[config.mk]
export PLATFORM = sky130hd
export DESIGN_NAME = ProcessorPP
export DESIGN_NICKNAME = d
export VERILOG_FILES = /design/src/RvPkg.sv /design/src/ProcessorPP.sv /design/src/StageMEM.sv /design/src/StageEX.sv /design/src/StageID.sv /design/src/StageIF.sv /design/src/RegisterFile.sv
export SDC_FILE = /design/constraint.sdc
export NUM_CORES = 2
export LEC_CHECK = 0
export BUFFER_PORTS_ARGS = -buffer_cell sky130_fd_sc_hd__buf_2
export CORE_MARGIN = 2
export CORE_UTILIZATION = 50
export CTS_CLUSTER_DIAMETER = 100
export CTS_CLUSTER_SIZE = 10
export DETAILED_ROUTE_END_ITERATION = 16
export HOLD_SLACK_MARGIN = 0.06
export MAX_ROUTING_LAYER = met4
export PLACE_DENSITY = 0.66
export SYNTH_ARGS = -nofsm -noshare
export SYNTH_HDL_FRONTEND = slang
export SYNTH_SLANG_ARGS = --single-unit
[constraint.sdc]
create_clock -name i_clock -period 12.4 [get_ports i_clock]
set_input_delay 1.86 -clock i_clock [delete_from_list [all_inputs] [get_ports i_clock]]
set_output_delay 1.86 -clock i_clock [all_outputs]
set_load 0.005 [all_outputs]
[src/RvPkg.sv]
`default_nettype none

package RvPkg;

    // --------------------------------------------------
    // Widths
    // --------------------------------------------------

    localparam int DATA_W   = 32;  // Data word
    localparam int ADDR_W   = 32;  // Byte address
    localparam int REG_AW   = 5;   // Register index
    localparam int ALU_OP_W = 3;

    // ALU operation codes
    localparam logic [ALU_OP_W-1:0] ALU_ADD = 3'd0;
    localparam logic [ALU_OP_W-1:0] ALU_SUB = 3'd1;
    localparam logic [ALU_OP_W-1:0] ALU_AND = 3'd2;
    localparam logic [ALU_OP_W-1:0] ALU_OR  = 3'd3;
    localparam logic [ALU_OP_W-1:0] ALU_XOR = 3'd4;
    localparam logic [ALU_OP_W-1:0] ALU_SLT = 3'd5;

    // --------------------------------------------------
    // RV32I encodings of the supported subset
    // --------------------------------------------------

    localparam logic [6:0] OPC_OP    = 7'b0110011;  // Register-register
    localparam logic [6:0] OPC_OPIMM = 7'b0010011;  // Register-immediate
    localparam logic [6:0] OPC_LOAD  = 7'b0000011;
    localparam logic [6:0] OPC_STORE = 7'b0100011;

    localparam logic [2:0] F3_ADD = 3'b000;  // Also SUB
    localparam logic [2:0] F3_SLT = 3'b010;
    localparam logic [2:0] F3_XOR = 3'b100;
    localparam logic [2:0] F3_OR  = 3'b110;
    localparam logic [2:0] F3_AND = 3'b111;
    localparam logic [2:0] F3_LW  = 3'b010;  // Word load and store

    localparam logic [6:0] F7_SUB = 7'b0100000;

    localparam logic [DATA_W-1:0] NOP_INST = 32'h0000_0013;  // ADDI x0, x0, 0

    // One fetched word, seen through the format its opcode selects
    typedef union packed {
        struct packed {
            logic [6:0] funct7;
            logic [4:0] rs2;
            logic [4:0] rs1;
            logic [2:0] funct3;
            logic [4:0] rd;
            logic [6:0] opcode;
        } rFmt;
        struct packed {
            logic [11:0] imm12;
            logic [4:0]  rs1;
            logic [2:0]  funct3;
            logic [4:0]  rd;
            logic [6:0]  opcode;
        } iFmt;
        struct packed {
            logic [6:0] immHi;
            logic [4:0] rs2;
            logic [4:0] rs1;
            logic [2:0] funct3;
            logic [4:0] immLo;
            logic [6:0] opcode;
        } sFmt;
    } InstWord;

endpackage

`default_nettype wire
[src/ProcessorPP.sv]
`timescale 1ns/1ps
`default_nettype none

module ProcessorPP
    import RvPkg::*;
(
    input  wire logic              i_clock,         // Clock
    input  wire logic              i_rstN,          // Reset
    output logic      [ADDR_W-1:0] o_instAddr,      // Instruction memory
    input  wire logic [DATA_W-1:0] i_inst,
    output logic      [ADDR_W-1:0] o_dataAddr,      // Data memory
    output logic                   o_dataWrEnable,
    output logic      [DATA_W-1:0] o_dataWrData,
    input  wire logic [DATA_W-1:0] i_dataRdData,
    output logic                   o_wbEnable,      // Write-back trace
    output logic      [REG_AW-1:0] o_wbAddr,
    output logic      [DATA_W-1:0] o_wbData);

    // --------------------------------------------------
    // Stage IF
    // --------------------------------------------------

    logic              ID_stall;
    logic [DATA_W-1:0] IFID_inst;
    logic [ADDR_W-1:0] IFID_pc;

    StageIF
    stageIF (
        .i_clock    (i_clock),
        .i_rstN     (i_rstN),
        .i_stall    (ID_stall),
        .i_inst     (i_inst),
        .o_instAddr (o_instAddr),
        .o_inst     (IFID_inst),
        .o_pc       (IFID_pc));

    // --------------------------------------------------
    // Stage ID
    // --------------------------------------------------

    logic [DATA_W-1:0]   IDEX_dataA, IDEX_dataB, IDEX_imm;
    logic                IDEX_useImm;
    logic [ALU_OP_W-1:0] IDEX_aluOp;
    logic [REG_AW-1:0]   IDEX_regWrAddr;
    logic                IDEX_regWrEnable, IDEX_isLoad, IDEX_memWrEnable;
    logic [DATA_W-1:0]   EX_result;
    logic [REG_AW-1:0]   EXMEM_regWrAddr;
    logic                EXMEM_regWrEnable;
    logic [DATA_W-1:0]   MEM_regWrData;

    StageID
    stageID (
        .i_clock       (i_clock),
        .i_rstN        (i_rstN),
        .i_inst        (IFID_inst),
        .i_pc          (IFID_pc),
        .i_exWrAddr    (IDEX_regWrAddr),    // Forward from EX
        .i_exWrEnable  (IDEX_regWrEnable),
        .i_exIsLoad    (IDEX_isLoad),
        .i_exResult    (EX_result),
        .i_memWrAddr   (EXMEM_regWrAddr),   // Forward from MEM
        .i_memWrEnable (EXMEM_regWrEnable),
        .i_memWrData   (MEM_regWrData),
        .i_wbWrAddr    (o_wbAddr),          // Write-back, also the trace
        .i_wbWrEnable  (o_wbEnable),
        .i_wbWrData    (o_wbData),
        .o_stall       (ID_stall),
        .o_dataA       (IDEX_dataA),
        .o_dataB       (IDEX_dataB),
        .o_imm         (IDEX_imm),
        .o_useImm      (IDEX_useImm),
        .o_aluOp       (IDEX_aluOp),
        .o_regWrAddr   (IDEX_regWrAddr),
        .o_regWrEnable (IDEX_regWrEnable),
        .o_isLoad      (IDEX_isLoad),
        .o_memWrEnable (IDEX_memWrEnable));

    // --------------------------------------------------
    // Stage EX
    // --------------------------------------------------

    logic [DATA_W-1:0] EXMEM_result, EXMEM_storeData;
    logic              EXMEM_isLoad, EXMEM_memWrEnable;

    StageEX
    stageEX (
        .i_clock       (i_clock),
        .i_rstN        (i_rstN),
        .i_dataA       (IDEX_dataA),
        .i_dataB       (IDEX_dataB),
        .i_imm         (IDEX_imm),
        .i_useImm      (IDEX_useImm),
        .i_aluOp       (IDEX_aluOp),
        .i_regWrAddr   (IDEX_regWrAddr),
        .i_regWrEnable (IDEX_regWrEnable),
        .i_isLoad      (IDEX_isLoad),
        .i_memWrEnable (IDEX_memWrEnable),
        .o_exResult    (EX_result),
        .o_result      (EXMEM_result),
        .o_storeData   (EXMEM_storeData),
        .o_regWrAddr   (EXMEM_regWrAddr),
        .o_regWrEnable (EXMEM_regWrEnable),
        .o_isLoad      (EXMEM_isLoad),
        .o_memWrEnable (EXMEM_memWrEnable));

    // --------------------------------------------------
    // Stage MEM, write-back registers inside
    // --------------------------------------------------

    StageMEM
    stageMEM (
        .i_clock        (i_clock),
        .i_rstN         (i_rstN),
        .i_result       (EXMEM_result),
        .i_storeData    (EXMEM_storeData),
        .i_regWrAddr    (EXMEM_regWrAddr),
        .i_regWrEnable  (EXMEM_regWrEnable),
        .i_isLoad       (EXMEM_isLoad),
        .i_memWrEnable  (EXMEM_memWrEnable),
        .i_dataRdData   (i_dataRdData),
        .o_dataAddr     (o_dataAddr),
        .o_dataWrEnable (o_dataWrEnable),
        .o_dataWrData   (o_dataWrData),
        .o_memWrData    (MEM_regWrData),
        .o_wbEnable     (o_wbEnable),
        .o_wbAddr       (o_wbAddr),
        .o_wbData       (o_wbData));

endmodule

`default_nettype wire

[src/StageMEM.sv]
`timescale 1ns/1ps
`default_nettype none

module StageMEM
    import RvPkg::*;
(
    input  wire logic              i_clock,         // Clock
    input  wire logic              i_rstN,          // Reset
    input  wire logic [DATA_W-1:0] i_result,        // ALU result or address
    input  wire logic [DATA_W-1:0] i_storeData,
    input  wire logic [REG_AW-1:0] i_regWrAddr,
    input  wire logic              i_regWrEnable,
    input  wire logic              i_isLoad,
    input  wire logic              i_memWrEnable,
    input  wire logic [DATA_W-1:0] i_dataRdData,    // Combinational read
    output logic      [ADDR_W-1:0] o_dataAddr,
    output logic                   o_dataWrEnable,
    output logic      [DATA_W-1:0] o_dataWrData,
    output logic      [DATA_W-1:0] o_memWrData,     // For forwarding
    output logic                   o_wbEnable,      // MEM/WB register
    output logic      [REG_AW-1:0] o_wbAddr,
    output logic      [DATA_W-1:0] o_wbData);

    assign o_dataAddr     = i_result;
    assign o_dataWrEnable = i_memWrEnable;
    assign o_dataWrData   = i_storeData;

    assign o_memWrData = i_isLoad ? i_dataRdData : i_result;

    // --------------------------------------------------
    // MEM/WB register
    // --------------------------------------------------

    always_ff @(posedge i_clock) begin
        if (!i_rstN)
            o_wbEnable <= 1'b0;
        else
            o_wbEnable <= i_regWrEnable;
    end

    always_ff @(posedge i_clock) begin
        o_wbAddr <= i_regWrAddr;
        o_wbData <= o_memWrData;
    end

    // Decode sets at most one of these per instruction
    assert property (@(posedge i_clock) disable iff (!i_rstN)
        !(i_memWrEnable && i_isLoad));

endmodule

`default_nettype wire

[src/StageEX.sv]
`timescale 1ns/1ps
`default_nettype none

module StageEX
    import RvPkg::*;
(
    input  wire logic                i_clock,        // Clock
    input  wire logic                i_rstN,         // Reset
    input  wire logic [DATA_W-1:0]   i_dataA,
    input  wire logic [DATA_W-1:0]   i_dataB,
    input  wire logic [DATA_W-1:0]   i_imm,
    input  wire logic                i_useImm,       // Immediate as operand B
    input  wire logic [ALU_OP_W-1:0] i_aluOp,
    input  wire logic [REG_AW-1:0]   i_regWrAddr,
    input  wire logic                i_regWrEnable,
    input  wire logic                i_isLoad,
    input  wire logic                i_memWrEnable,
    output logic      [DATA_W-1:0]   o_exResult,     // For forwarding
    output logic      [DATA_W-1:0]   o_result,       // EX/MEM register
    output logic      [DATA_W-1:0]   o_storeData,
    output logic      [REG_AW-1:0]   o_regWrAddr,
    output logic                     o_regWrEnable,
    output logic                     o_isLoad,
    output logic                     o_memWrEnable);

    logic [DATA_W-1:0] opB;

    assign opB = i_useImm ? i_imm : i_dataB;

    always_comb begin
        case (i_aluOp)
            ALU_ADD: o_exResult = i_dataA + opB;
            ALU_SUB: o_exResult = i_dataA - opB;
            ALU_AND: o_exResult = i_dataA & opB;
            ALU_OR:  o_exResult = i_dataA | opB;
            ALU_XOR: o_exResult = i_dataA ^ opB;
            ALU_SLT: o_exResult = DATA_W'($signed(i_dataA) < $signed(opB));
            default: o_exResult = '0;
        endcase
    end

    // --------------------------------------------------
    // EX/MEM register
    // --------------------------------------------------

    always_ff @(posedge i_clock) begin
        if (!i_rstN) begin
            o_regWrEnable <= 1'b0;
            o_isLoad      <= 1'b0;
            o_memWrEnable <= 1'b0;
        end else begin
            o_regWrEnable <= i_regWrEnable;
            o_isLoad      <= i_isLoad;
            o_memWrEnable <= i_memWrEnable;
        end
    end

    always_ff @(posedge i_clock) begin
        o_result    <= o_exResult;
        o_storeData <= i_dataB;  // Forwarded rs2
        o_regWrAddr <= i_regWrAddr;
    end

endmodule

`default_nettype wire

[src/StageID.sv]
`timescale 1ns/1ps
`default_nettype none

module StageID
    import RvPkg::*;
(
    input  wire logic                i_clock,        // Clock
    input  wire logic                i_rstN,         // Reset
    input  wire logic [DATA_W-1:0]   i_inst,         // IF/ID instruction
    input  wire logic [ADDR_W-1:0]   i_pc,           // IF/ID address
    input  wire logic [REG_AW-1:0]   i_exWrAddr,     // Instruction in EX
    input  wire logic                i_exWrEnable,
    input  wire logic                i_exIsLoad,
    input  wire logic [DATA_W-1:0]   i_exResult,
    input  wire logic [REG_AW-1:0]   i_memWrAddr,    // Instruction in MEM
    input  wire logic                i_memWrEnable,
    input  wire logic [DATA_W-1:0]   i_memWrData,
    input  wire logic [REG_AW-1:0]   i_wbWrAddr,     // Write-back this cycle
    input  wire logic                i_wbWrEnable,
    input  wire logic [DATA_W-1:0]   i_wbWrData,
    output logic                     o_stall,        // Load-use bubble
    output logic      [DATA_W-1:0]   o_dataA,
    output logic      [DATA_W-1:0]   o_dataB,
    output logic      [DATA_W-1:0]   o_imm,
    output logic                     o_useImm,
    output logic      [ALU_OP_W-1:0] o_aluOp,
    output logic      [REG_AW-1:0]   o_regWrAddr,
    output logic                     o_regWrEnable,
    output logic                     o_isLoad,
    output logic                     o_memWrEnable);

    InstWord             inst;
    logic                isOp, isOpImm, isLoad, isStore;
    logic [REG_AW-1:0]   rs1, rs2, rd;
    logic                useRs1, useRs2;
    logic [ALU_OP_W-1:0] aluOp;
    logic [DATA_W-1:0]   imm;
    logic                regWrEnable;
    logic [DATA_W-1:0]   rfDataA, rfDataB;
    logic [DATA_W-1:0]   dataA, dataB;

    // --------------------------------------------------
    // Decode
    // --------------------------------------------------

    assign inst    = i_inst;
    assign isOp    = inst.rFmt.opcode == OPC_OP;
    assign isOpImm = inst.iFmt.opcode == OPC_OPIMM;
    assign isLoad  = inst.iFmt.opcode == OPC_LOAD && inst.iFmt.funct3 == F3_LW;
    assign isStore = inst.sFmt.opcode == OPC_STORE && inst.sFmt.funct3 == F3_LW;

    assign rs1    = inst.rFmt.rs1;
    assign rs2    = inst.rFmt.rs2;
    assign rd     = inst.rFmt.rd;
    assign useRs1 = isOp || isOpImm || isLoad || isStore;
    assign useRs2 = isOp || isStore;

    assign regWrEnable = (isOp || isOpImm || isLoad) && rd != '0;

    // Sign-extended I or S immediate
    assign imm = isStore ? {{(DATA_W-12){inst.sFmt.immHi[6]}}, inst.sFmt.immHi, inst.sFmt.immLo}
                         : {{(DATA_W-12){inst.iFmt.imm12[11]}}, inst.iFmt.imm12};

    always_comb begin
        aluOp = ALU_ADD;  // Address calculation too
        if (isOp || isOpImm) begin
            case (inst.rFmt.funct3)
                F3_ADD:  aluOp = (isOp && inst.rFmt.funct7 == F7_SUB) ? ALU_SUB : ALU_ADD;
                F3_SLT:  aluOp = ALU_SLT;
                F3_XOR:  aluOp = ALU_XOR;
                F3_OR:   aluOp = ALU_OR;
                F3_AND:  aluOp = ALU_AND;
                default: aluOp = ALU_ADD;
            endcase
        end
    end

    RegisterFile
    registerFile (
        .i_clock    (i_clock),
        .i_rstN     (i_rstN),
        .i_rdAddrA  (rs1),
        .i_rdAddrB  (rs2),
        .o_rdDataA  (rfDataA),
        .o_rdDataB  (rfDataB),
        .i_wrEnable (i_wbWrEnable),
        .i_wrAddr   (i_wbWrAddr),
        .i_wrData   (i_wbWrData));

    // --------------------------------------------------
    // Forwarding and load-use hazard
    // --------------------------------------------------

    // EX first, then MEM, then WB, then the register file
    always_comb begin
        if (i_exWrEnable && !i_exIsLoad && i_exWrAddr == rs1)
            dataA = i_exResult;
        else if (i_memWrEnable && i_memWrAddr == rs1)
            dataA = i_memWrData;
        else if (i_wbWrEnable && i_wbWrAddr == rs1)
            dataA = i_wbWrData;
        else
            dataA = rfDataA;
    end

    always_comb begin
        if (i_exWrEnable && !i_exIsLoad && i_exWrAddr == rs2)
            dataB = i_exResult;
        else if (i_memWrEnable && i_memWrAddr == rs2)
            dataB = i_memWrData;
        else if (i_wbWrEnable && i_wbWrAddr == rs2)
            dataB = i_wbWrData;
        else
            dataB = rfDataB;
    end

    // Load result not ready until MEM
    assign o_stall = i_exIsLoad && i_exWrEnable &&
                     ((useRs1 && i_exWrAddr == rs1) || (useRs2 && i_exWrAddr == rs2));

    // --------------------------------------------------
    // ID/EX register
    // --------------------------------------------------

    always_ff @(posedge i_clock) begin
        if (!i_rstN || o_stall) begin
            o_regWrEnable <= 1'b0;  // Bubble
            o_isLoad      <= 1'b0;
            o_memWrEnable <= 1'b0;
        end else begin
            o_regWrEnable <= regWrEnable;
            o_isLoad      <= isLoad;
            o_memWrEnable <= isStore;
        end
    end

    always_ff @(posedge i_clock) begin
        o_dataA     <= dataA;
        o_dataB     <= dataB;
        o_imm       <= imm;
        o_useImm    <= !isOp;
        o_aluOp     <= aluOp;
        o_regWrAddr <= rd;
    end

    // A bubble clears the load from EX, so the stall lasts one cycle
    assert property (@(posedge i_clock) disable iff (!i_rstN)
        o_stall |=> !o_stall);

    // Fetch holds the same word while decode stalls
    assert property (@(posedge i_clock) disable iff (!i_rstN)
        o_stall |=> (i_pc == $past(i_pc) && i_inst == $past(i_inst)));

endmodule

`default_nettype wire

[src/StageIF.sv]
`timescale 1ns/1ps
`default_nettype none

module StageIF
    import RvPkg::*;
(
    input  wire logic              i_clock,     // Clock
    input  wire logic              i_rstN,      // Reset
    input  wire logic              i_stall,     // Load-use stall from decode
    input  wire logic [DATA_W-1:0] i_inst,      // Word from instruction memory
    output logic      [ADDR_W-1:0] o_instAddr,  // Current PC
    output logic      [DATA_W-1:0] o_inst,      // IF/ID instruction
    output logic      [ADDR_W-1:0] o_pc);       // IF/ID address

    logic [ADDR_W-1:0] pc;

    assign o_instAddr = pc;

    always_ff @(posedge i_clock) begin
        if (!i_rstN) begin
            pc     <= '0;
            o_inst <= NOP_INST;  // Decode sees a NOP after reset
        end else if (!i_stall) begin
            pc     <= pc + ADDR_W'(4);  // No branches, always sequential
            o_inst <= i_inst;
        end
    end

    always_ff @(posedge i_clock) begin
        if (!i_stall)
            o_pc <= pc;
    end

endmodule

`default_nettype wire

[src/RegisterFile.sv]
`timescale 1ns/1ps
`default_nettype none

module RegisterFile
    import RvPkg::*;
(
    input  wire logic              i_clock,     // Clock
    input  wire logic              i_rstN,      // Reset
    input  wire logic [REG_AW-1:0] i_rdAddrA,
    input  wire logic [REG_AW-1:0] i_rdAddrB,
    output logic      [DATA_W-1:0] o_rdDataA,
    output logic      [DATA_W-1:0] o_rdDataB,
    input  wire logic              i_wrEnable,  // Write port from write-back
    input  wire logic [REG_AW-1:0] i_wrAddr,
    input  wire logic [DATA_W-1:0] i_wrData);

    logic [DATA_W-1:0] regs [2**REG_AW];

    always_ff @(posedge i_clock) begin
        if (!i_rstN) begin
            for (int i = 0; i < 2**REG_AW; i++)
                regs[i] <= '0;
        end else if (i_wrEnable && i_wrAddr != '0) begin
            regs[i_wrAddr] <= i_wrData;  // x0 never written
        end
    end

    // Write-through so a same-cycle write is seen by the read
    assign o_rdDataA = (i_wrEnable && i_rdAddrA != '0 && i_wrAddr == i_rdAddrA) ?
                       i_wrData : regs[i_rdAddrA];
    assign o_rdDataB = (i_wrEnable && i_rdAddrB != '0 && i_wrAddr == i_rdAddrB) ?
                       i_wrData : regs[i_rdAddrB];

    // Decode drops the enable for rd = x0 before the write reaches here
    assert property (@(posedge i_clock) disable iff (!i_rstN)
        i_wrEnable |-> i_wrAddr != '0);

endmodule

`default_nettype wire

==> results.md <==
- CP max stage delay: 0.94 ns
- Die Ht: 376 µm
- PD cells: 149 nW/µm²
- Clock slew at reported path FFs: 0.06 ns
- Post-Synth Simple-Gate Area: 0.127
- Fmax: 0.183 GHz
- Filler cells: 10956
- Hold WS: 0.357 ns
- Crit path cell chain: buf_4 > buf_4 > mux4_2 > mux4_2 > mux2i_1 > nor2_1 > a21oi_1 > nor2_1 > a211oi_1 > a21oi_1
- Most frequent cells in the layout: 1024 x edfxtp_1, 1006 x and2_1, 640 x mux4_2
- Min-delay worst type: reg -> reg
- Yosys warning count: 0
- Combinational group share of total power: 0.182
- Chip width: 376 µm
- Placement Cell Area: 72300 µm²
- Slew Limit Fails: 0
- Crit path required time: 13.02 ns
- Flop pwr share: 0.464
- Post-synthesis mux area share: 0.236
- Setup repair after global routing missed its margin: false
- Setup violators final: 0
- Main flop type after synthesis: edfxtp_1
- Clk buf depth: 3
- Die area: 141000 µm²
- Top delay family on crit path: buffers and inverters
- Adder-Cell Fraction of Synth Area: 0.0198
- Clock latency on the worst-skew pair: 0.80 ns
- Rows: 136
- Antenna viol nets, final: 0
- Drt via density: 6.65
- Maximum fanout along the worst path: 44
- Total Neg Setup Slack: 0 ns
- Overflow after GRT: 0
- Data arrival, critical path: 6.10 ns
- CTS H-tree lvls: 4
- Placed Cells: 6725
- Via count: 46381
- # clock sinks: 1294
- Tcrit/Tclk final: 0.442
- Yosys reg bits: 1294
- Worst-Margin Slew: 1.35 ns
- IO Port Bufs: 198
- Initial DRC count: 7340
- Status: completed
- Commonest non-fill, non-tap cell in the layout: edfxtp_1
- First drt pass iteration count: 6
- Power, Total: 11.4 mW
- Max-slew headroom: 0.0983
- Clock skew: 0.0299 ns
- Hold Buf Count CTS: 0
- Max-cap violations: 0
- Critical-path top delay cell: a211oi_1
- Synth async-reset ratio: 0
- Largest cells by area after synthesis: edfxtp_1 45%, mux4_2 21%, and2_1 9.1%
- Initial Util: 0.503
- Main combinational cell family by area after synthesis: multiplexers
- Total track usage: 0.354
- First-pass GRT wire length: 341 mm
- Vias in the first global route: 45904
- Drt total wl: 242 mm
- Boundary Pins: 201
- Post-synth top area cell: edfxtp_1
- Int Power: 7.95 mW
- Largest net degree at the start of global routing: 123
- Switch share: 0.301
- Detail Placement HPWL: 141 mm
- Fin worst setup slack: 6.92 ns
- Mean area per synthesized cell: 13.8 µm²
- Setup Fix Bufs, Post-CTS: 0
- Cells after Synth: 5012
- Core ar.: 137000 µm²
- Post-synth cell types: 89
- Nets@finish: 5254
- Crit path time final: 5.48 ns
- TritonCTS buffer count: 147
- CTS tree: yes
- Area Overhead vs Synth: 10.8%
- Synthesized area: 69100 µm²
- Compound-Gate Fraction of Synth Area: 0.0495
- Buf/Inv on CP: 2
- Hold Fails Final Rpt: 0
- Design area: 76500 µm²
- Place WS: 7.08 ns
- Post-CTS Resized: 0
- Pleak: 28.0 nW
- Worst Setup End Kind: register
- Post-synth top area share: 0.445
- Crit start category: register
- Residual DRC: 0
- Initial antenna violation count: 8
- Switch Pwr: 3.42 mW
- Seq/Total Area, Yosys: 0.523
- VDD IR-drop max: 0.147 mV
- Fin cells: 6975
- Setup CP Type: reg -> reg
- Finished Core Util: 0.557
- DR WL/cell: 34.7 µm
- Global placement routability congestion: 0.959
- Root Driver: clkbuf_16
- Clock share of power: 0.355
- Layout cells sized above 1: 0.247
- XOR/XNOR Fraction of Synth Area: 0.00925
- Post-synth EDFFs: 1024
cells in the mapped netlist (5+ instances only):
cell	n
a211oi_1	45
a21boi_0	5
a21o_1	22
a21oi_1	219
a221oi_1	5
a31oi_1	14
and2_1	1006
and3_1	17
buf_1	57
buf_2	43
buf_4	25
buf_6	6
clkbuf_1	325
dfxtp_1	270
edfxtp_1	1024
ha_1	106
inv_1	150
mux2_2	25
mux2i_1	157
mux4_2	640
nand2_1	108
nand2b_1	5
nand3_1	22
nand3b_1	6
nand4_1	12
nor2_1	286
nor2b_1	12
nor3_1	21
nor4_1	16
o211ai_1	14
o21a_1	11
o21ai_0	122
o21bai_1	11
o221ai_1	5
o22ai_1	11
o31ai_1	6
o32a_1	5
or3_1	13
xnor2_1	33
xor2_1	40
layout make-up:
type,count,area (µm²),share of cell area
antenna,8,20.0,0.000262
clock buffer,230,4060,0.0531
clock inverter,12,156,0.00204
inverter,154,581,0.00759
multi-input combinational,3141,31200,0.407
sequential,1294,36200,0.473
tap,1794,2240,0.0293
timing repair buffer,342,2120,0.0278
worst paths after layout:
check	from	end	slack [ns]	depth (start not counted)
worst max register to register	register	stageID.o_dataB[29]	6.92	10
worst min register to register	stageID.o_dataB[27]	stageEX.o_storeData[27]	0.36	0
worst max-delay path	register	stageID.o_dataB[29]	6.92	10
worst min-delay path	stageID.o_dataB[27]	stageEX.o_storeData[27]	0.36	0
layer usage:
metal	wire, µm	track usage
met4	12600	0.171
met2	113000	0.539
met3	28500	0.0734
met5	0	-
met1	87700	0.455
power by group through the flow:
stage	clock [mW]	combinational [mW]	sequential, mW
5_1_grt	4.22	2.16	5.30
3_3_place_gp	0	2.01	5.34
6_report	4.03	2.06	5.27
3_5_place_dp	0	2.01	5.35
2_1_floorplan	0	1.27	5.19
4_1_cts	4.06	2.01	5.27
sequential cells by signal, indices dropped and copies added, names as in the netlist, 3 cells and up, named ones only:
signal,cells
stageID.o_aluOp,3
stageMEM.o_wbData,32
stageID.o_dataB,32
stageID.o_imm,12
stageID.o_dataA,32
stageEX.o_storeData,32
stageID.o_regWrAddr,5
stageMEM.o_wbAddr,5
stageEX.o_regWrAddr,5
stageIF.o_inst,32
stageID.registerFile.regs,1024
stageEX.o_result,32
stageIF.o_instAddr,30
kinds of logic after synthesis:
logic type	after synthesis
adder cells (fa/ha/maj)	108
AO/OA/AOI/OAI	554
multiplexers	823
XOR/XNOR	73
buffers and inverters	610
AND/OR/NAND/NOR	1549
flip-flops	1294
other	1
Note: power is estimated with default switching activity, not from simulation.
